==> src/hdl/rv_pkg.sv <==
package rv_pkg;

	localparam int xlen = 32;
	localparam logic [xlen-1:0] reset_pc = 32'h0000_0000;
	localparam int dmem_words = 256;
	localparam int dmem_aw = $clog2(dmem_words); // word address bits

	// major opcodes, bits 6:0 of the instruction
	typedef enum logic [6:0] {
		opc_lui    = 7'b0110111,
		opc_auipc  = 7'b0010111,
		opc_jal    = 7'b1101111,
		opc_jalr   = 7'b1100111,
		opc_branch = 7'b1100011,
		opc_load   = 7'b0000011,
		opc_store  = 7'b0100011,
		opc_op_imm = 7'b0010011,
		opc_op     = 7'b0110011
	} op_class_e;

	typedef enum logic [3:0] {
		alu_add,
		alu_sub,
		alu_sll,
		alu_slt,
		alu_sltu,
		alu_xor,
		alu_srl,
		alu_sra,
		alu_or,
		alu_and,
		alu_pass_b // lui
	} alu_op_e;

	typedef enum logic [2:0] {
		br_beq  = 3'b000,
		br_bne  = 3'b001,
		br_blt  = 3'b100,
		br_bge  = 3'b101,
		br_bltu = 3'b110,
		br_bgeu = 3'b111
	} br_op_e;

	typedef enum logic [1:0] {
		mem_byte = 2'b00,
		mem_half = 2'b01,
		mem_word = 2'b10
	} mem_size_e;

endpackage

==> src/hdl/rv_regfile.sv <==
`timescale 1ns/100ps

module rv_regfile import rv_pkg::*; (
	input logic clk,
	input logic rst,
	input logic [4:0] rs1,
	input logic [4:0] rs2,
	output logic [xlen-1:0] rs1_data,
	output logic [xlen-1:0] rs2_data,
	input logic [4:0] rd,
	input logic wen,
	input logic [xlen-1:0] wdata
);

	logic [xlen-1:0] regs [1:31]; // x0 has no storage

	always_ff @(posedge clk) begin
		if (rst) begin
			for (int i = 1; i < 32; i++)
				regs[i] <= '0;
		end else if (wen && rd != 5'd0) begin
			regs[rd] <= wdata;
		end
	end

	assign rs1_data = (rs1 == 5'd0) ? '0 : regs[rs1];
	assign rs2_data = (rs2 == 5'd0) ? '0 : regs[rs2];

	a_no_wen_in_rst: assert property (@(posedge clk) rst |-> !wen); // writes held off in reset

endmodule

==> config.mk <==
export PLATFORM = sky130hd
export DESIGN_NAME = rv_regfile
export DESIGN_NICKNAME = d
export VERILOG_FILES = /design/src/hdl/rv_pkg.sv /design/src/hdl/rv_regfile.sv
export SDC_FILE = /design/constraint.sdc
export NUM_CORES = 2
export LEC_CHECK = 0
export BUFFER_PORTS_ARGS = -buffer_cell sky130_fd_sc_hd__buf_2
export CORE_MARGIN = 2
export CORE_UTILIZATION = 60
export DETAILED_ROUTE_END_ITERATION = 10
export PLACE_DENSITY = 0.77
export SETUP_SLACK_MARGIN = 0.1
export SYNTH_ARGS = -nofsm -noshare
export SYNTH_HDL_FRONTEND = slang
export SYNTH_SLANG_ARGS = --single-unit
==> constraint.sdc <==
create_clock -name clk -period 6.6 [get_ports clk]
set_input_delay 0.99 -clock clk [delete_from_list [all_inputs] [get_ports clk]]
set_output_delay 0.99 -clock clk [all_outputs]
set_load 0.01 [all_outputs]
Word level (Yosys, flattened, before mapping) --
Memory sizes are Yosys's and may differ from the RTL's. Cells that the tools add are included.
Word-level totals: output and inout bits 64, bits in latches 0, memories kept 1, RAM bits 992, input bits 50, bits in registers 0, bits in read-only memories 0, word-level logic and storage cells 16
Memories:
- regs | words 31, bits a word 32, rd ports 2, clocked after memory_dff 0, wr ports 31, line rv_regfile.sv:15 | logic [xlen-1:0] regs [1:31];
Operators by class: add/sub/neg operators 0, equal/unequal tests 0, shift operators 0, reduce and logical (&&, ||, !) cells 5, multipliers 0, multiplexer cells 10, divide/modulo/power cells 0, bitwise gates (word level) 0, magnitude comparators 0
Operator list (number):
- $mux 32 | 3
- $reduce_or 32->1 | 1
- $logic_not 5->1 | 2
- $mux 1 | 6
- $mux 5 | 1
- $reduce_bool 5->1 | 1
- $logic_and 1x1->1 | 1

Logic depth before layout (Yosys ltp) --
depth in word-level cells 7, gate-level depth with buffers 9, gate-level depth less buffers 4

Worst setup path before layout --
No wires, ideal clock.
path type input to output, start point input rs2[2], end point output rs2_data[5], data required time 5.610 ns, buffers on the path 3, stages 7, setup slack 2.939 ns, arrival time 2.671 ns, cells stage by stage buf_2 buf_2 buf_1 mux4_2 a22o_1 a2111oi_0 nor3_1
On the way: word-level cells in the longest chain between the ends 2, elaborated cells on any way between the ends 3, classes of those cells mux (1); reduce/logical (1); memory (1)
Ends and longest elaborated chain:
- start, declared | line rv_regfile.sv:7 | input logic [4:0] rs2,
- $mem_v2 31x32 / $logic_not 5->1 (equally long branches)
- $mux 32 * | line rv_regfile.sv:27 | assign rs2_data = (rs2 == 5'd0) ? '0 : regs[rs2];
- end, declared | line rv_regfile.sv:9 | output logic [xlen-1:0] rs2_data,
Every way passes the cells marked *; elsewhere a longest branch is shown, timed or not.

Worst setup path after layout --
start point input rs2[3], end point output rs2_data[0]
The elaborated chain is that of the path after synthesis.

==> impl_metrics.csv <==
group,metric,value,unit
worst_setup_path,path_depth,6,
sta,worst_slew_pin_slew,1390,ps
yosys,syn_avg_cell_area,14.5,µm²
worst_setup_path,critPathCaptureType,"output port",
clock_network,cts_inserted_buffers,106,
worst_setup_path,endpoint,"rs2_data[0]",
worst_setup_path,crit_path_start,"rs2[3]",
grt,grt_pass1_wl,243,mm
flow_run,maxCapViolCount,0,
floorplan,ios,114,
sta,fin_crit_sh,80.3,%
sta,rsz0062_at_grt,"no",
yosys,ys_ff_latch,1024,
place,dpl_worst_slack,1540,ps
yosys,synth-seq-area-share,56.3,%
finish,drive_above_1_share,22.0,%
route,drcViolationCount,0,
yosys,synth_top_cell_by_area,"edfxtp_1",
floorplan,die_y,306,µm
clock_network,cts.sinks,1024,
yosys,synth-adder-area-share,0,%
clock_network,htree_num_levels,3,
sta,setup-violations-final,0,
worst_setup_path,crit_slowest_cell,"a2111oi_0",
min_path,hold_path.class,"input pin to flop",
clock_network,clockRootBuffer,"clkbuf_16",
route,vias,35800,
grt,grt_max_degree,73,
route,drt-initial-drc-count,5186,
route,drt_pass1_iterations,7,
grt,antenna_found_initial,10,
worst_setup_path,crit_fanout,27,
floorplan,num_rows,110,
clock_network,cts.clk_slew.worst_paths,60,ps
yosys,muxShareOfSynthArea,21.3,%
sta,slew_headroom,6.34,%
route,viasPerCell,7.18,
sta,fin_ws,1300,ps
place,dp.cells,4793,
pwr,peakVddDrop,0.226,mV
worst_setup_path,critPathRequiredTime,5610,ps
worst_setup_path,cp_top_family,"simple AND/OR/NAND/NOR gates",
clock_network,post_cts_resized,0,
place,place_area,0.0562,mm²
finish,largest_register_ffs,1024,
place,place_congestion,0.932,
clock_network,postCtsSetupBuffers,0,
yosys,yosys.area.top_type_share,56.3,%
route,wl_per_cell,34.2,µm
floorplan,dieArea,0.0935,mm²
sta,whs,810,ps
yosys,synthCells,3765,
route,ant_nets,0,
yosys,synth_ff_type,"edfxtp_1",
worst_setup_path,critPathLaunchType,"input pin",
yosys,ys_async_sr_fraction,0,%
worst_setup_path,crit_buf_inv,2,
finish,top_regs,"regs: 1024 flops",
finish,regMostFlops,"regs",
sta,hold_viol,0,
floorplan,die_x,306,µm
worst_setup_path,worstSetupPathType,"input pin to output port",
sta,fmax,189,MHz
clock_network,cts_tree,"done",
place,numPortBuffers,113,
worst_setup_path,cp_cell_sequence,"buf_2 > or3b_2 > o22ai_1 > a2111oi_0 > nor3_1 > buf_2",
yosys,synthXorXnorAreaFrac,0,%
sta,setup-tns-final,0,ps
floorplan,start_util,60.6,%
yosys,synth_edf_count,1024,
worst_setup_path,cp.arrival,4310,ps
route,wirelength,171,mm
finish,final_area,0.0595,mm²
place,dpl.hpwl,103,mm
grt,grt_pass1_vias,35600,
grt,grt_overflow,0,
worst_setup_path,cpMostUsedCell,"buf_2",
yosys,yosys.area_share.simple,13.7,%
clock_network,ctsHoldBuffers,0,
yosys,syn_area,0.0546,mm²
yosys,ys_types,44,
pwr,p_per_area,259,mW/mm²
sta,period_needed,5300,ps
finish,area_delta_synth_final,8.96,%
finish,final_common_cell,"edfxtp_1",
yosys,ys_warn_count,0,
sta,maxSlewViolCount,0,
yosys,synth_top_family_by_area,"multiplexers",
outcome,status,"finished, final reports clean",
yosys,synth_compound_area_share,5.39,%
worst_setup_path,critPathMaxStageDelay,1060,ps
pwr,p_leak,0.0210,µW
finish,final_cell_mix,"edfxtp_1 (1024), and2_1 (993), mux4_2 (356), mux2i_1 (322), clkbuf_16 (108)",
finish,fin_cells,4989,
floorplan,core-area,0.0901,mm²
grt,grt_use_total,36.3,%
finish,fin_nets,3775,
clock_network,cts_buffer_depth,3,
yosys,synth_area_leaders,"edfxtp_1 (56%), mux4_2 (15%), and2_1 (11%), mux2i_1 (5.9%), clkbuf_1 (2.1%)",
[logic make-up after synthesis]
group                  after synthesis
other                                1
and+or+nand+nor                   1213
DFF                               1024
AOI/OAI and AO/OA                  407
muxes                              712
buffers and inverters              408
[where the power goes]
part	leakage, µW	internal [µW]	switching [µW]
logic	0.00963	717	1100
clock network	0.00163	3380	2540
registers	0.00975	7520	199
[layout make-up]
class                   count  area [µm²]
clock buffers             136        2810
diodes                      7        17.5
repair buffers            228        1600
clock inverters            53         542
fillers                  6157       30600
inverters                   1        3.75
multi-input cells        2364       22300
flip-flops and latches   1024       30700
well taps                1176        1470
[worst min-delay path by stage]
stage	cells after the start	to	from
3_5_place_dp	1	regs[0][25]	wdata[25]
4_1_cts	1	regs[0][25]	wdata[25]
3_3_place_gp	1	regs[0][25]	wdata[25]
5_1_grt	1	regs[0][25]	wdata[25]
6_report	1	regs[0][25]	wdata[25]
2_1_floorplan	0	regs[0][0]	wdata[0]
[cells in the mapped netlist (all sizes together), types with 2 or more instances]
library cell	instances
a2111oi	55
a211oi	47
a21oi	56
a221o	2
a221oi	4
a22o	51
a22oi	104
and2	995
and3	3
buf	104
clkbuf	303
edfxtp	1024
mux2	34
mux2i	322
mux4	356
nand2	6
nand2b	3
nand3	4
nand3b	5
nor2	37
nor2b	56
nor3	26
nor4	33
nor4b	3
o21ai	36
o22ai	51
or2	32
or3	2
or3b	3
[metrics by stage]
step,utilization (%),total power [µW]
4_1_cts,66.0,15400
6_report,66.0,15400
5_1_grt,66.0,15800
3_3_place_gp,62.3,9560
3_5_place_dp,62.3,9600
2_1_floorplan,-,8910
[routing by layer]
layer  vias to the layer above  global-route usage [%]  share of wire (%)
met4                        14                    22.9                6.9
met5                         -                       0              0.062
met1                     18000                    47.1                 35
met3                       589                    9.12                 13
li1                      14300                       -                  -
met2                      2879                    55.4                 45
No activity file was read; power rests on OpenSTA's default activity.
