$ cat src/hdl/rv_pkg.sv
package rv_pkg;

	localparam int xlen = 32;
	localparam logic [xlen-1:0] reset_pc = 32'h0000_0000;
	localparam int dmem_words = 256;
	localparam int dmem_aw = $clog2(dmem_words); // word address bits

	// major opcodes, bits 6:0 of the instruction
	typedef enum logic [6:0] {
		opc_lui    = 7'b0110111,
		opc_auipc  = 7'b0010111,
		opc_jal    = 7'b1101111,
		opc_jalr   = 7'b1100111,
		opc_branch = 7'b1100011,
		opc_load   = 7'b0000011,
		opc_store  = 7'b0100011,
		opc_op_imm = 7'b0010011,
		opc_op     = 7'b0110011
	} op_class_e;

	typedef enum logic [3:0] {
		alu_add,
		alu_sub,
		alu_sll,
		alu_slt,
		alu_sltu,
		alu_xor,
		alu_srl,
		alu_sra,
		alu_or,
		alu_and,
		alu_pass_b // lui
	} alu_op_e;

	typedef enum logic [2:0] {
		br_beq  = 3'b000,
		br_bne  = 3'b001,
		br_blt  = 3'b100,
		br_bge  = 3'b101,
		br_bltu = 3'b110,
		br_bgeu = 3'b111
	} br_op_e;

	typedef enum logic [1:0] {
		mem_byte = 2'b00,
		mem_half = 2'b01,
		mem_word = 2'b10
	} mem_size_e;

endpackage

$ cat src/hdl/rv_exu.sv
`timescale 1ns/100ps

module rv_exu import rv_pkg::*; (
	input logic [xlen-1:0] pc,
	input logic [xlen-1:0] rs1_data,
	input logic [xlen-1:0] rs2_data,
	input logic [xlen-1:0] imm,
	input op_class_e op_class,
	input alu_op_e alu_op,
	input br_op_e br_op,
	input logic use_imm,
	output logic [xlen-1:0] result,
	output logic taken,
	output logic [xlen-1:0] target,
	output logic [xlen-1:0] addr
);

	logic [xlen-1:0] opb;
	logic [xlen-1:0] alu_out;
	logic [4:0] shamt;
	logic [xlen-1:0] pc_plus4;
	logic br_cond;
	logic lt_s;
	logic lt_u;

	assign opb = use_imm ? imm : rs2_data;
	assign shamt = opb[4:0]; // low five bits only
	assign pc_plus4 = pc + 32'd4;

	always_comb begin
		case (alu_op)
			alu_add: alu_out = rs1_data + opb;
			alu_sub: alu_out = rs1_data - opb;
			alu_sll: alu_out = rs1_data << shamt;
			alu_slt: alu_out = {{(xlen-1){1'b0}}, $signed(rs1_data) < $signed(opb)};
			alu_sltu: alu_out = {{(xlen-1){1'b0}}, rs1_data < opb};
			alu_xor: alu_out = rs1_data ^ opb;
			alu_srl: alu_out = rs1_data >> shamt;
			alu_sra: alu_out = $signed(rs1_data) >>> shamt;
			alu_or: alu_out = rs1_data | opb;
			alu_and: alu_out = rs1_data & opb;
			alu_pass_b: alu_out = opb;
			default: alu_out = '0;
		endcase
	end

	// branches always compare the two registers
	assign lt_s = $signed(rs1_data) < $signed(rs2_data);
	assign lt_u = rs1_data < rs2_data;

	always_comb begin
		case (br_op)
			br_beq: br_cond = rs1_data == rs2_data;
			br_bne: br_cond = rs1_data != rs2_data;
			br_blt: br_cond = lt_s;
			br_bge: br_cond = !lt_s;
			br_bltu: br_cond = lt_u;
			br_bgeu: br_cond = !lt_u;
			default: br_cond = 1'b0;
		endcase
	end

	always_comb begin
		case (op_class)
			opc_auipc: result = pc + imm;
			opc_jal, opc_jalr: result = pc_plus4; // link
			default: result = alu_out;
		endcase
	end

	always_comb begin
		case (op_class)
			opc_branch: taken = br_cond;
			opc_jal, opc_jalr: taken = 1'b1;
			default: taken = 1'b0;
		endcase
	end

	assign addr = rs1_data + imm;
	assign target = (op_class == opc_jalr) ? {addr[xlen-1:1], 1'b0} : pc + imm;

	// pc alignment kept by the core makes every redirect even
	always_comb begin
		if (taken)
			a_target_even: assert (!target[0]);
	end

endmodule

$ cat config.mk
export PLATFORM = sky130hd
export DESIGN_NAME = rv_exu
export DESIGN_NICKNAME = d
export VERILOG_FILES = /design/src/hdl/rv_pkg.sv /design/src/hdl/rv_exu.sv
export SDC_FILE = /design/constraint.sdc
export NUM_CORES = 1
export LEC_CHECK = 0
export BUFFER_PORTS_ARGS = -buffer_cell sky130_fd_sc_hd__clkbuf_2
export CORE_UTILIZATION = 31
export DETAILED_ROUTE_END_ITERATION = 8
export PLACE_DENSITY = 0.55
export RECOVER_POWER = 25
export SYNTH_ARGS = -nofsm -noshare
export SYNTH_HDL_FRONTEND = slang
export SYNTH_SLANG_ARGS = --single-unit
$ cat constraint.sdc
create_clock -name vclk -period 8.35
set_clock_uncertainty 0.05 [all_clocks]
set_input_delay 1.67 -clock vclk [all_inputs]
set_output_delay 1.67 -clock vclk [all_outputs]
set_load 0.02 [all_outputs]
### Word-level counts from Yosys, hierarchy flattened

Index checks and enable logic that the tools add are counted.

| storage, ports and cells | value |
|---|---|
| register bits | 0 |
| output and inout port bits | 97 |
| logic and storage cells | 47 |

| cells by class | value |
|---|---|
| add/sub/neg operators | 5 |
| order comparisons | 4 |
| equality and inequality tests | 21 |
| shifts and indexed selects | 3 |
| mux-type cells | 6 |
| bitwise gates (word level) | 3 |
| reduce and logical (&&, ||, !) cells | 5 |

Operator list:

| operator | number |
|---|---|
| 32-bit one-hot mux with 11 select lines | 1 |
| 32-bit less-than comparator | 4 |
| 32-bit adder | 3 |
| 32-bit 2-to-1 mux | 2 |
| 32-bit one-hot mux with 2 select lines | 1 |
| 32-bit by 3-bit adder with 32-bit output, second input constant | 1 |
| 32-bit bitwise AND | 1 |
| 32-bit == test | 1 |
| 32-bit != test | 1 |
| 32-bit bitwise OR | 1 |
| 32-bit by 5-bit left shift with 32-bit output | 1 |
| 32-bit by 5-bit >> shifter with 32-bit output | 1 |
| 32-bit by 5-bit >>> shifter with 32-bit output | 1 |
| 32-bit subtractor | 1 |
| 32-bit XOR | 1 |
| 7-bit == test, second input constant | 3 |
| 4-bit by 3-bit == test with 1-bit output, second input constant | 4 |
| 3-bit == test, second input constant | 4 |
| 4-bit == test, second input constant | 3 |
| 4-bit by 2-bit == test with 1-bit output, second input constant | 2 |
| 7-bit by 5-bit == test with 1-bit output, second input constant | 1 |
| 1-bit one-hot mux with 6 select lines | 1 |
| 4-bit by 1-bit == test with 1-bit output, second input constant | 1 |
| 4-bit logical NOT | 1 |
| other kinds (5) | 6 |

### Longest topological paths before layout

Gate-level depths: netlist of run 1.

| depth | value |
|---|---|
| depth after elaboration | 4 |
| mapped depth | 19 |
| gate-level depth less buffers | 15 |

### Least setup slack after synthesis of run 1

Ideal clock, no wire load.

| path | value |
|---|---|
| path type | input-to-output |
| from | input port use_imm |
| to | output port result[20] |
| arrival time | 5851 ps |
| path slack | 779 ps |
| cell stages on the path | 17 |
| path through | buf_6 -> mux2i_4 -> buf_2 -> buf_1 -> buf_1 -> buf_2 -> ha_1 -> a21o_1 -> a21o_1 -> a2111oi_0 -> o22ai_1 -> o21a_1 -> inv_1 -> o21ai_0 -> a2111oi_2 -> a21oi_1 -> a221o_1 |

| between the ends | value |
|---|---|
| word-level cells in the longest chain between the ends | 4 |
| elaborated cells on any way between the ends | 11 |
| classes of those cells | add/sub: 2; shift: 3; mux: 3; bitwise: 3 |

RTL lines:

| item | RTL line | text |
|---|---|---|
| from (decl) | rv_exu.sv:11 | `input logic use_imm,` |
| 32-bit 2-to-1 mux (*) | rv_exu.sv:26 | `assign opb = use_imm ? imm : rs2_data;` |
| 32-bit subtractor, or another cell as far along | rv_exu.sv:33 | `alu_sub: alu_out = rs1_data - opb;` |
| 32-bit one-hot mux with 11 select lines (*) | rv_exu.sv:31 | `case (alu_op)` |
| 32-bit one-hot mux with 2 select lines (*) | rv_exu.sv:64 | `case (op_class)` |
| to (decl) | rv_exu.sv:12 | `output logic [xlen-1:0] result,` |

Every way passes the cells marked *; elsewhere a longest branch is shown, timed or not.

### Final worst setup path of run 1

| path | value |
|---|---|
| from | input port use_imm |
| to | output port result[27] |

Same word-level chain as after synthesis.

==> results of run 1 <==
## per-stage QoR
stage / instances / hold WS, ns / total power [W] / utilization [%]
floorplan: 2251 / 3.42 / 0.000974 / -
global placement: 3020 / 3.67 / 0.00150 / 35.4
detailed placement: 3020 / 3.70 / 0.00150 / 35.4
CTS: 3020 / 3.70 / 0.00151 / 35.4
global route: 3020 / 3.73 / 0.00164 / 35.4
finish: 3020 / 3.69 / 0.00154 / 35.4
## worst max-delay path: stages
cell and delay (ns):
clkbuf_2 0.12, buf_4 0.33, mux2i_4 0.38, buf_4 0.61, ha_1 0.27, o21bai_1 0.10, a21oi_1 0.13, o31ai_1 0.60
nand3_1 0.18, o21ai_0 0.20, o21ai_0 0.42, xor2_1 0.26, a221oi_1 0.67, o221ai_1 0.18, clkbuf_2 0.20
## power by group
group,switching (W),leakage (nW),internal (W)
logic,0.00103,7.56,0.000508
clock network,0,0,0
registers,0,0,0
## synthesized netlist by cell type, types with 22 or more instances
master    number  area [um^2]
xor2_1        34          298
nor2b_1       22          138
and3_1        23          144
nor2_1       200          751
clkbuf_1      89          334
a221oi_1      25          219
mux2i_1      107         1070
inv_1        150          563
a211oi_1      35          263
nand3_1       51          255
nand2_1      277         1040
nor3_1        45          225
a22oi_1       27          203
xnor2_1       64          561
ha_1         199         2490
a21oi_1      216         1080
o21ai_0      164          821
o22ai_1       25          156
nand4_1       29          181
o211ai_1      39          293
a31oi_1       28          175
o21bai_1      22          165
a21o_1        54          405
## final timing paths
kind,slack (ns),depth (start not counted),to,start
hold / removal,3.69,4,taken,br_op[2]
setup / recovery,0.28,15,result[27],use_imm
## kinds of logic after synthesis
logic type | count (synthesis)
AND/OR/NAND/NOR | 737
AO/OA/AOI/OAI | 787
buffers and inverters | 285
adder cells (fa/ha/maj) | 203
XOR/XNOR | 98
multiplexers | 141
## metal layers
metal  part of all wire, %  up-vias  wire length [um]  track usage [%]
met2                    44     1051             34900             50.2
met5                 0.016        -                13                0
li1                      -     8668                 -                -
met1                    43     9189             34400             43.7
met4                   3.7        2              2970             10.5
met3                   8.8      155              7010             4.09
## cell type report
type                       count  area (um^2)
timing repair buffer         291         1550
fill                        5194        30200
multi-input combinational   1966        13600
inverter                     156          588
tap                          607          759
==> results.sh, run 1 <==
export IMPL_status="finished with violations"
export IMPL_violations="design-rule violations"
export IMPL_start_kind="input port"
export IMPL_synth_net_count=2597
export IMPL_final_layout_size_suffix_gt1_share_pct=13.6
export IMPL_seq_area_um2=0
export IMPL_required_ns=6.63
export IMPL_period_minus_slack_ns=8.07
export IMPL_wire_per_inst_um=26.3
export IMPL_dpl_hpwl_um=64200
export IMPL_flow_area_growth_from_synthesis_pct=12.2
export IMPL_nNetsFinal=2761
export IMPL_via_per_inst=6.31
export IMPL_worst_slew_pin_slew_ns=1.29
export IMPL_fp_dieW_um=220
export IMPL_grt_setup_unrepaired="no"
export IMPL_io_pin_count=240
export IMPL_ys_seq_area_share_pct=0
export IMPL_antenna_cells=0
export IMPL_yosys_area_share_simple_pct=22.7
export IMPL_p_leak_nw=7.56
export IMPL_fin_crit_sh_pct=96.7
export IMPL_grt_usage_pct=31.6
export IMPL_design_seq_count=0
export IMPL_core_um2=46800
export IMPL_cp_arrival_ns=6.35
export IMPL_synthXorXnorAreaFrac_pct=5.83
export IMPL_endpoint_kind="output pin"
export IMPL_cp_max_fo=53
export IMPL_hold_viol_final=0
export IMPL_final_area_um2=16500
export IMPL_maxSlewViolCount=0
export IMPL_fin_ws_ns=0.279
export IMPL_maxSlewHeadroom_pct=12.7
export IMPL_ant_nets=0
export IMPL_max_freq_mhz=124
export IMPL_dieArea_um2=48400
export IMPL_critPathKind="in2out"
export IMPL_postCtsHoldBufs=0
export IMPL_grt_pass1_vias=18000
export IMPL_grt_overflow=0
export IMPL_grt_start_max_net_pins=69
export IMPL_drc=4
export IMPL_rows=79
export IMPL_maxCapViolCount=0
export IMPL_nClkBuffers=0
export IMPL_synth_top_family_by_area="compound AO/OA/AOI/OAI gates"
export IMPL_start_util_pct=31.5
export IMPL_ys_warn_count=0
export IMPL_antenna_found_initial=4
export IMPL_grt_pass1_wl_um=116000
export IMPL_port_buffers=240
export IMPL_setup_tns_ns=0
export IMPL_die_y_um=220
export IMPL_gp_congestion=0.990
export IMPL_hold_path_class="in2out"
export IMPL_syn_area_per_cell_um2=6.54
export IMPL_synth_cell_types=82
export IMPL_syn_area_um2=14700
export IMPL_drtPass1Iterations=7
export IMPL_synth_cells=2251
export IMPL_synth_compound_area_share_pct=34.8
export IMPL_wirelength_um=79300
export IMPL_place_ws_ns=0.405
export IMPL_layout_common_cells="nand2_1, clkbuf_2, a21oi_1, ha_1, nor2_1"
export IMPL_finalSetupViolCount=0
export IMPL_final_common_cell="nand2_1"
export IMPL_vias=19100
export IMPL_cts_resized=0
export IMPL_drt_iter0_drc=1962
export IMPL_muxShareOfSynthArea_pct=11.5
export IMPL_ir_worst_vdd_v=0.0000738
export IMPL_post_dp_cell_area_um2=16600
export IMPL_synth_fa_ha_area_share_pct=17.4
export IMPL_power_density_nw_per_um2=93.2
export IMPL_cts_setup_buffers=0
(Power assumes the default switching activity.)
==> inputs of run 2 (changes only) <==
- RECOVER_POWER: 25 -> default
==> results.sh, run 2 (synthesis gave the netlist of run 1 again) <==
export IMPL_start_util_pct=31.5
export IMPL_vias=19100
export IMPL_die_y_um=220
export IMPL_endpoint_kind="output pin"
export IMPL_grt_pass1_wl_um=116000
export IMPL_dpl_hpwl_um=64200
export IMPL_dieArea_um2=48400
export IMPL_postLayoutCoreUtil_pct=35.4
export IMPL_nNetsFinal=2761
export IMPL_grt_start_max_net_pins=69
export IMPL_worst_path_buf_inv=6
export IMPL_required_ns=6.63
export IMPL_period_minus_slack_ns=8.09
export IMPL_hold_slack_ns=3.69
export IMPL_port_buffers=240
export IMPL_status="finished with violations"
export IMPL_grt_setup_unrepaired="no"
export IMPL_min_from="br_op[2]"
export IMPL_cts_resized=0
export IMPL_crit_family="compound AO/OA/AOI/OAI gates"
export IMPL_critPathKind="in2out"
export IMPL_critPathMaxStageDelay_ns=0.72
export IMPL_flow_area_growth_from_synthesis_pct=12.5
export IMPL_final_common_cell="nand2_1"
export IMPL_p_leak_nw=7.63
export IMPL_drc=4
export IMPL_power_switching_share_pct=66.8
export IMPL_postCtsHoldBufs=0
export IMPL_design_seq_count=0
export IMPL_grt_overflow=0
export IMPL_p_int_w=0.000513
export IMPL_crit_path_start="use_imm"
export IMPL_seq_area_um2=0
export IMPL_maxSlewHeadroom_pct=16.8
export IMPL_antenna_found_initial=4
export IMPL_slowest_stage="o21ai_0"
export IMPL_seqPwrFrac_pct=0
export IMPL_hold_viol_final=0
export IMPL_switching_power_w=0.00103
export IMPL_nClkBuffers=0
export IMPL_maxSlewViolCount=0
export IMPL_hold_path_class="in2out"
export IMPL_crit_chain="clkbuf_2, buf_4, buf_4, nand2_1, o21ai_0, inv_1, ha_1, inv_1, nand2_1, nor2_1, a311oi_1, nand3_1, o21ai_0, o31ai_1, a211o_1, o21ai_0, o2111ai_1, clkbuf_2"
export IMPL_cts_setup_buffers=0
export IMPL_cp_max_fo=27
export IMPL_final_layout_size_suffix_gt1_share_pct=14.6
export IMPL_grt_usage_pct=31.6
export IMPL_finalSetupViolCount=0
export IMPL_antenna_cells=0
export IMPL_worst_slew_pin_slew_ns=1.23
export IMPL_via_per_inst=6.32
export IMPL_max_freq_mhz=124
export IMPL_drt_iter0_drc=1994
export IMPL_io_pin_count=240
export IMPL_power_density_nw_per_um2=93.2
export IMPL_worst_path_most_repeated_cell="o21ai_0"
export IMPL_rows=79
export IMPL_layout_common_cells="nand2_1, clkbuf_2, a21oi_1, ha_1, nor2_1"
export IMPL_p_clk_share_pct=0
export IMPL_fin_crit_sh_pct=96.9
export IMPL_wire_per_inst_um=26.2
export IMPL_pwr_share_comb_pct=100.0
export IMPL_gp_congestion=0.990
export IMPL_grt_pass1_vias=18000
export IMPL_violations="design-rule violations"
export IMPL_maxCapViolCount=0
export IMPL_fp_dieW_um=220
export IMPL_drtPass1Iterations=7
export IMPL_ant_nets=0
export IMPL_ir_worst_vdd_v=0.0000737
export IMPL_wirelength_um=79300
export IMPL_start_kind="input port"
export IMPL_cp_arrival_ns=6.37
export IMPL_core_um2=46800
export IMPL_setup_tns_ns=0
run 2: changes by cell type in the layout (fill, tap and decap cells not counted), sizes merged:
cell	change
buf	+1
clkbuf	-1
run 2: final cells by class:
type                       instances  area [um^2]
fill                            5181        30200
multi-input combinational       1966        13600
timing repair buffer             291         1580
tap                              607          759
inverter                         156          588
run 2: power by group through the flow:
stage / sequential [W] / clock [W] / combinational [W]
after detailed placement: 0 / 0 / 0.00150
final: 0 / 0 / 0.00154
after global placement: 0 / 0 / 0.00150
after floorplan: 0 / 0 / 0.000974
after global routing: 0 / 0 / 0.00165
after CTS: 0 / 0 / 0.00151
run 2: through the flow:
stage	power, W	instance area [um^2]	cells	setup slack [ns]
final	0.00154	16600	3020	0.260
after global placement	0.00150	16600	3020	0.435
after global routing	0.00165	16600	3020	0.0994
after detailed placement	0.00150	16600	3020	0.405
after floorplan	0.000974	14700	2251	0.779
after CTS	0.00151	16600	3020	0.384
run 2: path summary, 6_finish.rpt:
check                    end  slack (ns)  cells after the start
setup / recovery  result[29]        0.26                     18
hold / removal         taken        3.69                      4
run 2: routing by layer:
layer / vias to the layer above / GRT usage [%] / wire length (um) / part of all wire, %
met2: 1013 / 50.2 / 34800 / 44
met1: 9235 / 43.7 / 34800 / 44
met3: 146 / 4.09 / 6720 / 8.5
li1: 8676 / - / - / -
met5: - / 0 / 13 / 0.016
met4: 2 / 10.5 / 2900 / 3.7
