`config.mk`:
```
export PLATFORM = sky130hd
export DESIGN_NAME = rv_decode
export DESIGN_NICKNAME = d
export VERILOG_FILES = /design/src/hdl/rv_pkg.sv /design/src/hdl/rv_decode.sv
export SDC_FILE = /design/constraint.sdc
export NUM_CORES = 1
export LEC_CHECK = 0
export ABC_AREA = 1
export BUFFER_PORTS_ARGS = -buffer_cell sky130_fd_sc_hd__buf_4
export CAP_MARGIN = 10
export CORE_AREA = 4 4 70 66
export DETAILED_ROUTE_END_ITERATION = 10
export DIE_AREA = 0 0 74 70
export GPL_ROUTABILITY_DRIVEN = 0
export PLACE_DENSITY_LB_ADDON = 0.12
export SYNTH_ARGS = -nofsm -noshare
export SYNTH_HDL_FRONTEND = slang
export SYNTH_SLANG_ARGS = --single-unit
```
`constraint.sdc`:
```
create_clock -name vclk -period 1.1
set_input_delay 0.055 -clock vclk [all_inputs]
set_output_delay 0.055 -clock vclk [all_outputs]
set_load 0.01 [all_outputs]
```
`src/hdl/rv_pkg.sv`:
```
package rv_pkg;

	localparam int xlen = 32;
	localparam logic [xlen-1:0] reset_pc = 32'h0000_0000;
	localparam int dmem_words = 256;
	localparam int dmem_aw = $clog2(dmem_words); // word address bits

	// major opcodes, bits 6:0 of the instruction
	typedef enum logic [6:0] {
		opc_lui    = 7'b0110111,
		opc_auipc  = 7'b0010111,
		opc_jal    = 7'b1101111,
		opc_jalr   = 7'b1100111,
		opc_branch = 7'b1100011,
		opc_load   = 7'b0000011,
		opc_store  = 7'b0100011,
		opc_op_imm = 7'b0010011,
		opc_op     = 7'b0110011
	} op_class_e;

	typedef enum logic [3:0] {
		alu_add,
		alu_sub,
		alu_sll,
		alu_slt,
		alu_sltu,
		alu_xor,
		alu_srl,
		alu_sra,
		alu_or,
		alu_and,
		alu_pass_b // lui
	} alu_op_e;

	typedef enum logic [2:0] {
		br_beq  = 3'b000,
		br_bne  = 3'b001,
		br_blt  = 3'b100,
		br_bge  = 3'b101,
		br_bltu = 3'b110,
		br_bgeu = 3'b111
	} br_op_e;

	typedef enum logic [1:0] {
		mem_byte = 2'b00,
		mem_half = 2'b01,
		mem_word = 2'b10
	} mem_size_e;

endpackage

```
`src/hdl/rv_decode.sv`:
```
`timescale 1ns/100ps

module rv_decode import rv_pkg::*; (
	input logic [31:0] instr,
	output logic [4:0] rs1,
	output logic [4:0] rs2,
	output logic [4:0] rd,
	output logic [xlen-1:0] imm,
	output op_class_e op_class,
	output alu_op_e alu_op,
	output br_op_e br_op,
	output mem_size_e mem_size,
	output logic load_unsigned,
	output logic use_imm,
	output logic rd_wen,
	output logic illegal
);

	logic [2:0] funct3;
	logic [6:0] funct7;
	logic [xlen-1:0] imm_i;
	logic [xlen-1:0] imm_s;
	logic [xlen-1:0] imm_b;
	logic [xlen-1:0] imm_u;
	logic [xlen-1:0] imm_j;

	function automatic alu_op_e alu_sel(input logic [2:0] f3, input logic alt);
		case (f3)
			3'b000: return alt ? alu_sub : alu_add;
			3'b001: return alu_sll;
			3'b010: return alu_slt;
			3'b011: return alu_sltu;
			3'b100: return alu_xor;
			3'b101: return alt ? alu_sra : alu_srl;
			3'b110: return alu_or;
			default: return alu_and;
		endcase
	endfunction

	assign funct3 = instr[14:12];
	assign funct7 = instr[31:25];
	assign rs1 = instr[19:15];
	assign rs2 = instr[24:20];
	assign rd = instr[11:7];
	assign load_unsigned = funct3[2];

	assign imm_i = {{20{instr[31]}}, instr[31:20]};
	assign imm_s = {{20{instr[31]}}, instr[31:25], instr[11:7]};
	assign imm_b = {{19{instr[31]}}, instr[31], instr[7], instr[30:25], instr[11:8], 1'b0};
	assign imm_u = {instr[31:12], 12'b0};
	assign imm_j = {{11{instr[31]}}, instr[31], instr[19:12], instr[20], instr[30:21], 1'b0};

	always_comb begin
		op_class = opc_op_imm;
		alu_op = alu_add;
		br_op = br_beq;
		mem_size = mem_word;
		use_imm = 1'b1;
		rd_wen = 1'b0;
		illegal = 1'b0;
		imm = imm_i;
		case (instr[6:0])
			opc_lui: begin
				op_class = opc_lui;
				alu_op = alu_pass_b;
				imm = imm_u;
				rd_wen = 1'b1;
			end
			opc_auipc: begin
				op_class = opc_auipc;
				imm = imm_u;
				rd_wen = 1'b1;
			end
			opc_jal: begin
				op_class = opc_jal;
				imm = imm_j;
				rd_wen = 1'b1;
			end
			opc_jalr: begin
				op_class = opc_jalr;
				rd_wen = 1'b1;
				illegal = funct3 != 3'b000;
			end
			opc_branch: begin
				op_class = opc_branch;
				br_op = br_op_e'(funct3);
				imm = imm_b;
				use_imm = 1'b0;
				illegal = funct3[2:1] == 2'b01; // 010, 011 unused
			end
			opc_load: begin
				op_class = opc_load;
				mem_size = mem_size_e'(funct3[1:0]);
				rd_wen = 1'b1;
				illegal = funct3[1:0] == 2'b11 || funct3 == 3'b110;
			end
			opc_store: begin
				op_class = opc_store;
				mem_size = mem_size_e'(funct3[1:0]);
				imm = imm_s;
				illegal = funct3[2] || funct3[1:0] == 2'b11;
			end
			opc_op_imm: begin
				op_class = opc_op_imm;
				alu_op = alu_sel(funct3, instr[30] && funct3 == 3'b101); // addi ignores bit 30
				rd_wen = 1'b1;
				if (funct3 == 3'b001)
					illegal = funct7 != 7'b0000000;
				else if (funct3 == 3'b101)
					illegal = funct7 != 7'b0000000 && funct7 != 7'b0100000;
			end
			opc_op: begin
				op_class = opc_op;
				alu_op = alu_sel(funct3, instr[30]);
				use_imm = 1'b0;
				rd_wen = 1'b1;
				if (funct7 == 7'b0100000)
					illegal = funct3 != 3'b000 && funct3 != 3'b101; // only sub, sra
				else
					illegal = funct7 != 7'b0000000;
			end
			default: illegal = 1'b1;
		endcase
		// retire as a no-op
		if (illegal) begin
			op_class = opc_op_imm;
			alu_op = alu_add;
			rd_wen = 1'b0;
		end
	end

endmodule

```
Word level (Yosys, flattened, before mapping)
Cells that the tools add are included.
{"block": "totals", "output_inout_bits": 67, "wordCells": 53, "ff_bits": 0}
{"block": "classes", "n_eq_ne": 20, "mux": 20, "n_reduce_logical": 13}
{"cell": "31-bit case mux with 4 select lines", "count": 1}
{"cell": "4-bit case mux with 7 select lines", "count": 2}
{"cell": "7-bit case mux with 8 select lines", "count": 1}
{"cell": "7-bit by 6-bit == test with 1-bit output (second input constant)", "count": 4}
{"cell": "7-bit == test (second input constant)", "count": 3}
{"cell": "7-bit by 5-bit == test with 1-bit output (second input constant)", "count": 2}
{"cell": "4-bit case mux with 3 select lines", "count": 1}
{"cell": "1-bit 2-to-1 mux", "count": 10}
{"cell": "3-bit == test (second input constant)", "count": 3}
{"cell": "7-bit by 2-bit == test with 1-bit output (second input constant)", "count": 1}
{"cell": "7-bit 2-to-1 mux", "count": 1}
{"cell": "7-bit by 6-bit != test with 1-bit output (second input constant)", "count": 1}
{"cell": "1-bit case mux with 7 select lines", "count": 1}
{"cell": "7-bit nonzero test", "count": 1}
{"cell": "7-bit OR reduction", "count": 1}
{"cell": "3-bit by 2-bit == test with 1-bit output (second input constant)", "count": 2}
{"cell": "2-bit OR reduction", "count": 3}
{"cell": "4-bit 2-to-1 mux", "count": 1}
{"cell": "3-bit by 1-bit == test with 1-bit output (second input constant)", "count": 1}
{"cell": "1-bit logical AND", "count": 3}
{"cell": "3-bit zero test", "count": 1}
{"cell": "3-bit 2-to-1 mux", "count": 1}
{"cell": "3-bit != test (second input constant)", "count": 1}
{"cell": "3-bit nonzero test", "count": 1}
{"cell": "other kinds (5)", "count": 6}

Logic depth before layout (Yosys ltp)
Gate-level depths: netlist of run 1.
{"block": "depth", "depth_word": 6, "depth_mapped": 11, "ltp_nobuf": 10}

Least setup slack after synthesis of run 1
Ideal clock, no wire load.
{"block": "synth_timing", "path_kind": "input to output", "from": "input instr[5]", "to": "output alu_op[0]", "arrival_time_ps": 1046, "t_required_ps": 1045, "path_stages": 8, "setup_slack_ps": -1, "path_cell_list": "buf_2 > nand3_2 > inv_1 > nand2_1 > nor3_1 > nor2_1 > nand3_2 > nor2_1"}
{"block": "synth_between", "elab_chain_len": 4, "word_cells_on_any_way": 13, "cone_classes": "eq/ne: 9; mux: 3; reduce/logical: 1"}
{"item": "start: declaration", "line": "rv_decode.sv:4", "rtl": "input logic [31:0] instr,"}
{"item": "7-bit == test (tied with other cells)", "line": "rv_decode.sv:62", "rtl": "case (instr[6:0])"}
{"item": "3-bit OR reduction (no line)"}
{"item": "1-bit case mux with 7 select lines (*)", "line": "rv_decode.sv:62"}
{"item": "net illegal", "line": "rv_decode.sv:16", "rtl": "output logic illegal"}
{"item": "4-bit 2-to-1 mux (*)", "line": "rv_decode.sv:125", "rtl": "if (illegal) begin"}
{"item": "end: declaration", "line": "rv_decode.sv:10", "rtl": "output alu_op_e alu_op,"}
Mark *: on every way through the listed nets, which the timed path passes. The rest lies on a longest branch.

Worst setup path after layout of run 1
{"block": "layout_timing", "from": "input instr[4]", "to": "output alu_op[3]"}
{"block": "layout_between", "elab_chain_len": 4, "word_cells_on_any_way": 13, "cone_classes": "eq/ne: 9; mux: 3; reduce/logical: 1"}
{"item": "7-bit == test (tied with other cells)", "line": "rv_decode.sv:62"}
{"item": "3-bit OR reduction (no line)"}
{"item": "1-bit case mux with 7 select lines", "line": "rv_decode.sv:62"}
{"item": "4-bit 2-to-1 mux (*)", "line": "rv_decode.sv:125"}
Every way passes the cells marked *; elsewhere a longest branch is shown, timed or not.

==> results of run 1 <==
cells in the mapped netlist:
cell	number	area [sq um]
clkbuf_1	1	3.75
nand3_1	14	70.1
o211ai_1	1	7.51
nand4_1	2	12.5
nand2_2	2	12.5
nor3_1	4	20.0
a211oi_1	1	7.51
a22o_1	1	8.76
nand2_1	53	199
inv_2	1	3.75
o21ai_0	18	90.1
nor2_1	44	165
buf_4	19	143
a21oi_1	5	25.0
buf_2	2	10.0
inv_1	31	116
nand3_2	2	20.0
nor2_2	4	25.0
conb_1	1	3.75
path summary, 6_finish.rpt:
check | from | endpoint | cells past startpoint
setup / recovery | instr[4] | alu_op[3] | 10
hold / removal | instr[10] | rd[3] | 2
area by class of cell:
cell class | count | area (sq um)
repair buffers | 161 | 1380
well taps | 48 | 60.1
fillers | 341 | 1260
multi-input cells | 155 | 1100
inverters | 32 | 135
per-layer routing:
metal  vias up  track usage
met5         -            0
met4         0            0
met3         4       0.0115
met2        67        0.320
met1       788        0.215
li1        912            -
repair_timing:
action / 4_1_cts / 5_1_grt
gates cloned: 2 / 1
setup buffers: 9 / 9
setup endpoints to repair: 40 / 34
resized for setup: 90 / 79
hold buffers: 0 / 0
pin swaps: 28 / 25
metrics by stage:
step	TNS (ns)	utilization	area, sq um	hold slack, ns
CTS	-1.35	0.585	2300	0.299
floorplan	-0.0104	-	947	0.202
global route	-4.57	0.680	2680	0.303
finish	-2.77	0.680	2680	0.298
global placement	-7.23	0.492	1940	0.298
detailed placement	-7.36	0.492	1940	0.299
cell families (layout without fill, tap and decap cells):
| family | after synthesis | in the layout | synth area share |
|---|---|---|---|
| AO/OA/AOI/OAI | 26 | 26 | 0.147 |
| buffers and inverters | 54 | 193 | 0.293 |
| other | 1 | 2 | 0.00397 |
| AND/OR/NAND/NOR | 125 | 127 | 0.556 |
power by group:
part	internal, mW	switching [mW]	leakage (nW)
Sequential	0	0	0
Clock	0	0	0
Combinational	0.414	0.377	1.38
==> metrics, run 1 <==
Rows=22; residual DRC count=0; via count=about 1,800; layout clock buffer count=0; VDD IR max=164 uV; CP Data Required Time=1.04 ns; kind of end point of the critical path=output pin; failing checks=negative setup slack; vias in the first global route=1,604; drt first pass iters=4; first-pass GRT wire length=~7400 um; Cells after Synth=around 200; Tmin final=1.28 ns; core area=just under 0.004 sq mm; CP max stage cell=nand3_4; Wirelength per Cell=12.8 um; Die Ht=roughly 70 um; placed cells=376; Non-Filler Instances=396; I/O Pins=99; Final Max Slew Viols=0; NumNets Final=382; pre-CTS setup slack=-0.292 ns; Post-Synthesis Cell Area=943 sq um; Setup Viol. Count Final=33; vias per cell=between 4 and 5; leakage=1.38 nW; port bufs=97; die width=74 um; CP top delay family=simple AND/OR/NAND/NOR gates; Cell variety after synth=19; Congestion Overflow GR=0; Power Dens Cells=295 mW/mm^2; register area share after synthesis=0; Die Area=0.00518 sq mm; Antenna Cells=0; routed wire length=5050 um; Max Fclk=780 MHz; Pwr Total=roughly 800 uW; share of cells above drive strength 1=0.704; CP arrival=roughly 1.2 ns; most frequent cells in the layout=buf_4 (128), nand2_1 (36), buf_6 (26); seq_cells=0; Worst Setup Path Type=in -> out; Mapped Avg Cell Area=4.58 sq um; Area Overhead vs Synth=184%; most common cell after layout, fill and taps aside=buf_4; total number of yosys warnings=0; crit-path max FO=5; Hold WC Path Type=in -> out; M1 WL=1940 um; Setup crit start kind=primary input; FF+latch area=0 sq um; Max Used Layer=met4; critical-path cell list=buf_8, inv_8, nor2_4, nand2_2, a21oi_2, nor2_1, nor2_4, nand3_4, nor2_1, buf_4; antenna violations before repair=0; unrepaired setup endpoints after global routing=true; CP bufs+invs=3; all-layer global routing usage=0.169; met3 wire len=roughly 410 um; status=finished with violations; HPWL after DPL=3730 um; Final Cycle Share=1.16; crit-path max cell delay=0.17 ns; routed length on met2=2660 um; Starting Density=0.240; ANT nets after route=0; initial drt markers=55; largest net degree at the start of global routing=12; final hold violations=0; max_cap viols=0; Setup WS post-layout=-0.181 ns
Power figures use the tool's default switching activity.
==> inputs of run 2 (changes only) <==
--- a/config.mk
+++ b/config.mk
@@ -13,6 +13,7 @@
 export DIE_AREA = 0 0 74 70
 export GPL_ROUTABILITY_DRIVEN = 0
 export PLACE_DENSITY_LB_ADDON = 0.12
+export RECOVER_POWER = 100
 export SYNTH_ARGS = -nofsm -noshare
 export SYNTH_HDL_FRONTEND = slang
 export SYNTH_SLANG_ARGS = --single-unit
==> run 2 against run 1 <==
The run still ends with negative setup slack left. Worst hold slack better by 0.034 ns. Via count is 0.51% higher. Fmax is 0.88% lower. Count of clock-buffer cells in the layout stayed put. Cell count stayed put. First-iteration DRC count is 15% lower. Wire length is 0.44% higher. Worst setup slack worse by 0.011 ns. Critical endpoint unchanged. Highest routed layer unchanged.
==> metrics, run 2 (same netlist as run 1, synthesis figures left out) <==
Internal=386 uW (was 414 uW); failing checks=negative setup slack (unchanged); antenna violations before repair=0 (unchanged); Power Dens Cells=293 mW/mm^2 (was 295 mW/mm^2); VDD IR max=160 uV (was 164 uV); layout clock buffer count=0 (unchanged); CP arrival=1.24 ns (was 1.23 ns); CP Data Required Time=1.04 ns (about the same); Rows=22 (unchanged); leakage=1.31 nW (was 1.38 nW); critical-path cell list=buf_6, inv_8, nor2_4, nand2_2, a21oi_2, nor2_1, nor2_4, nand3_4, nor2_1, buf_4 (was buf_8, inv_8, nor2_4, nand2_2, a21oi_2, nor2_1, nor2_4, nand3_4, nor2_1, buf_4); initial drt markers=47 (was 55); Worst Hold Depth=2 (unchanged); Total Neg Setup Slack=-3.15 ns (was -2.77 ns); largest net degree at the start of global routing=12 (unchanged); Setup WS post-layout=-0.193 ns (was -0.181 ns); routed wire length=5080 um (was 5050 um); I/O Pins=99 (unchanged); Comb pwr share=1.000 (about the same); vias in the first global route=1,604 (unchanged); port bufs=97 (unchanged); Pwr Total=761 uW (was 791 uW); most frequent cells in the layout=buf_4 (108), nand2_1 (36), buf_6 (27) (was buf_4 (128), nand2_1 (36), buf_6 (26)); CP bufs+invs=3 (unchanged); Setup Viol. Count Final=34 (was 33); status=finished with violations (unchanged); Area Overhead vs Synth=175% (was 184%); switch share=0.493 (was 0.476); CP max stage cell=nand3_4 (unchanged); most common cell after layout, fill and taps aside=buf_4 (unchanged); via count=1,780 (was 1,771); max_cap viols=0 (unchanged); die width=74 um (unchanged); NumNets Final=382 (unchanged); Final Cycle Share=1.18 (was 1.16); Hold Buf Count CTS=0 (unchanged); first-pass GRT wire length=7380 um (unchanged); Die Ht=70 um (unchanged); Tmin final=1.29 ns (was 1.28 ns); Max Fclk=774 MHz (was 780 MHz); Flop pwr share=0 (about the same); HPWL after DPL=3730 um (unchanged); ANT nets after route=0 (unchanged); Wirelength per Cell=12.8 um (about the same); unrepaired setup endpoints after global routing=true (unchanged); final hold violations=0 (unchanged); CP top delay family=simple AND/OR/NAND/NOR gates (unchanged); Design Area, Final=0.00260 sq mm (was 0.00268 sq mm); switching power=376 uW (was 377 uW); kind of end point of the critical path=output pin (unchanged); Final Hold Slack=0.332 ns (was 0.298 ns); DP Area=0.00194 sq mm (unchanged); crit-path max FO=5 (unchanged); worst setup path startpoint=instr[4] (unchanged); FF+latch area=0 sq um (unchanged); share of cells above drive strength 1=0.652 (was 0.704); crit-path max cell delay=0.17 ns (about the same); clock power share=0 (about the same); Starting Density=0.240 (unchanged); pre-CTS setup slack=-0.292 ns (unchanged); Setup crit start kind=primary input (unchanged); core area=0.00394 sq mm (unchanged); Die Area=0.00518 sq mm (unchanged); Antenna Cells=0 (unchanged); residual DRC count=0 (unchanged); vias per cell=4.49 (was 4.47); Hold Path Sink=rs2[2] (was rd[3]); Worst Setup Path Type=in -> out (unchanged); all-layer global routing usage=0.169 (unchanged); hold path start=instr[22] (was instr[10]); drt first pass iters=4 (unchanged); Final Max Slew Viols=0 (unchanged); Hold WC Path Type=in -> out (unchanged); Congestion Overflow GR=0 (unchanged); seq_cells=0 (unchanged)
==> run 2: power by group through the flow <==
stage | Sequential, mW | Clock [mW] | Combinational, mW
final | 0 | 0 | 0.761
after global routing | 0 | 0 | 0.816
after global placement | 0 | 0 | 0.583
after CTS | 0 | 0 | 0.681
after floorplan | 0 | 0 | 0.246
after detailed placement | 0 | 0 | 0.584
==> run 2: per-layer routing <==
layer  part of all wire  global-route usage  vias to the layer above
li1                   -                   -                      914
met1               0.39               0.215                      795
met2               0.52               0.320                       67
met3              0.078              0.0115                        4
met4             0.0091                   0                        0
met5                  0                   0                        -
==> run 2: final cells by class <==
type | count | area (sq um)
Fill cell | 364 | 1340
Inverter | 32 | 135
Multi-Input combinational cell | 155 | 1100
Tap cell | 48 | 60.1
Timing Repair Buffer | 161 | 1310
==> run 2: per-stage QoR <==
step           utilization  std cells
2_1_floorplan            -        207
3_3_place_gp         0.492        376
3_5_place_dp         0.492        376
4_1_cts              0.585        386
5_1_grt              0.660        396
6_report             0.660        396
==> run 2: how the worst max path moves through the flow <==
stage,endpoint,slack (ns),cells past startpoint
finish,alu_op[3],-0.19,10
global route,alu_op[3],-0.26,10
CTS,alu_op[3],-0.17,10
detailed placement,rd_wen,-0.29,11
global placement,op_class[5],-0.32,10
floorplan,alu_op[0],-0.001,8
==> run 2: repair_timing <==
| action | in CTS | in global routing |
|---|---|---|
| pin swaps | 28 | 25 |
| buffers inserted | 9 | 9 |
| setup endpoints to repair | 40 | 34 |
| gates resized for setup | 90 | 79 |
| endpoints found under the hold margin | 0 | 0 |
| cloned | 2 | 1 |
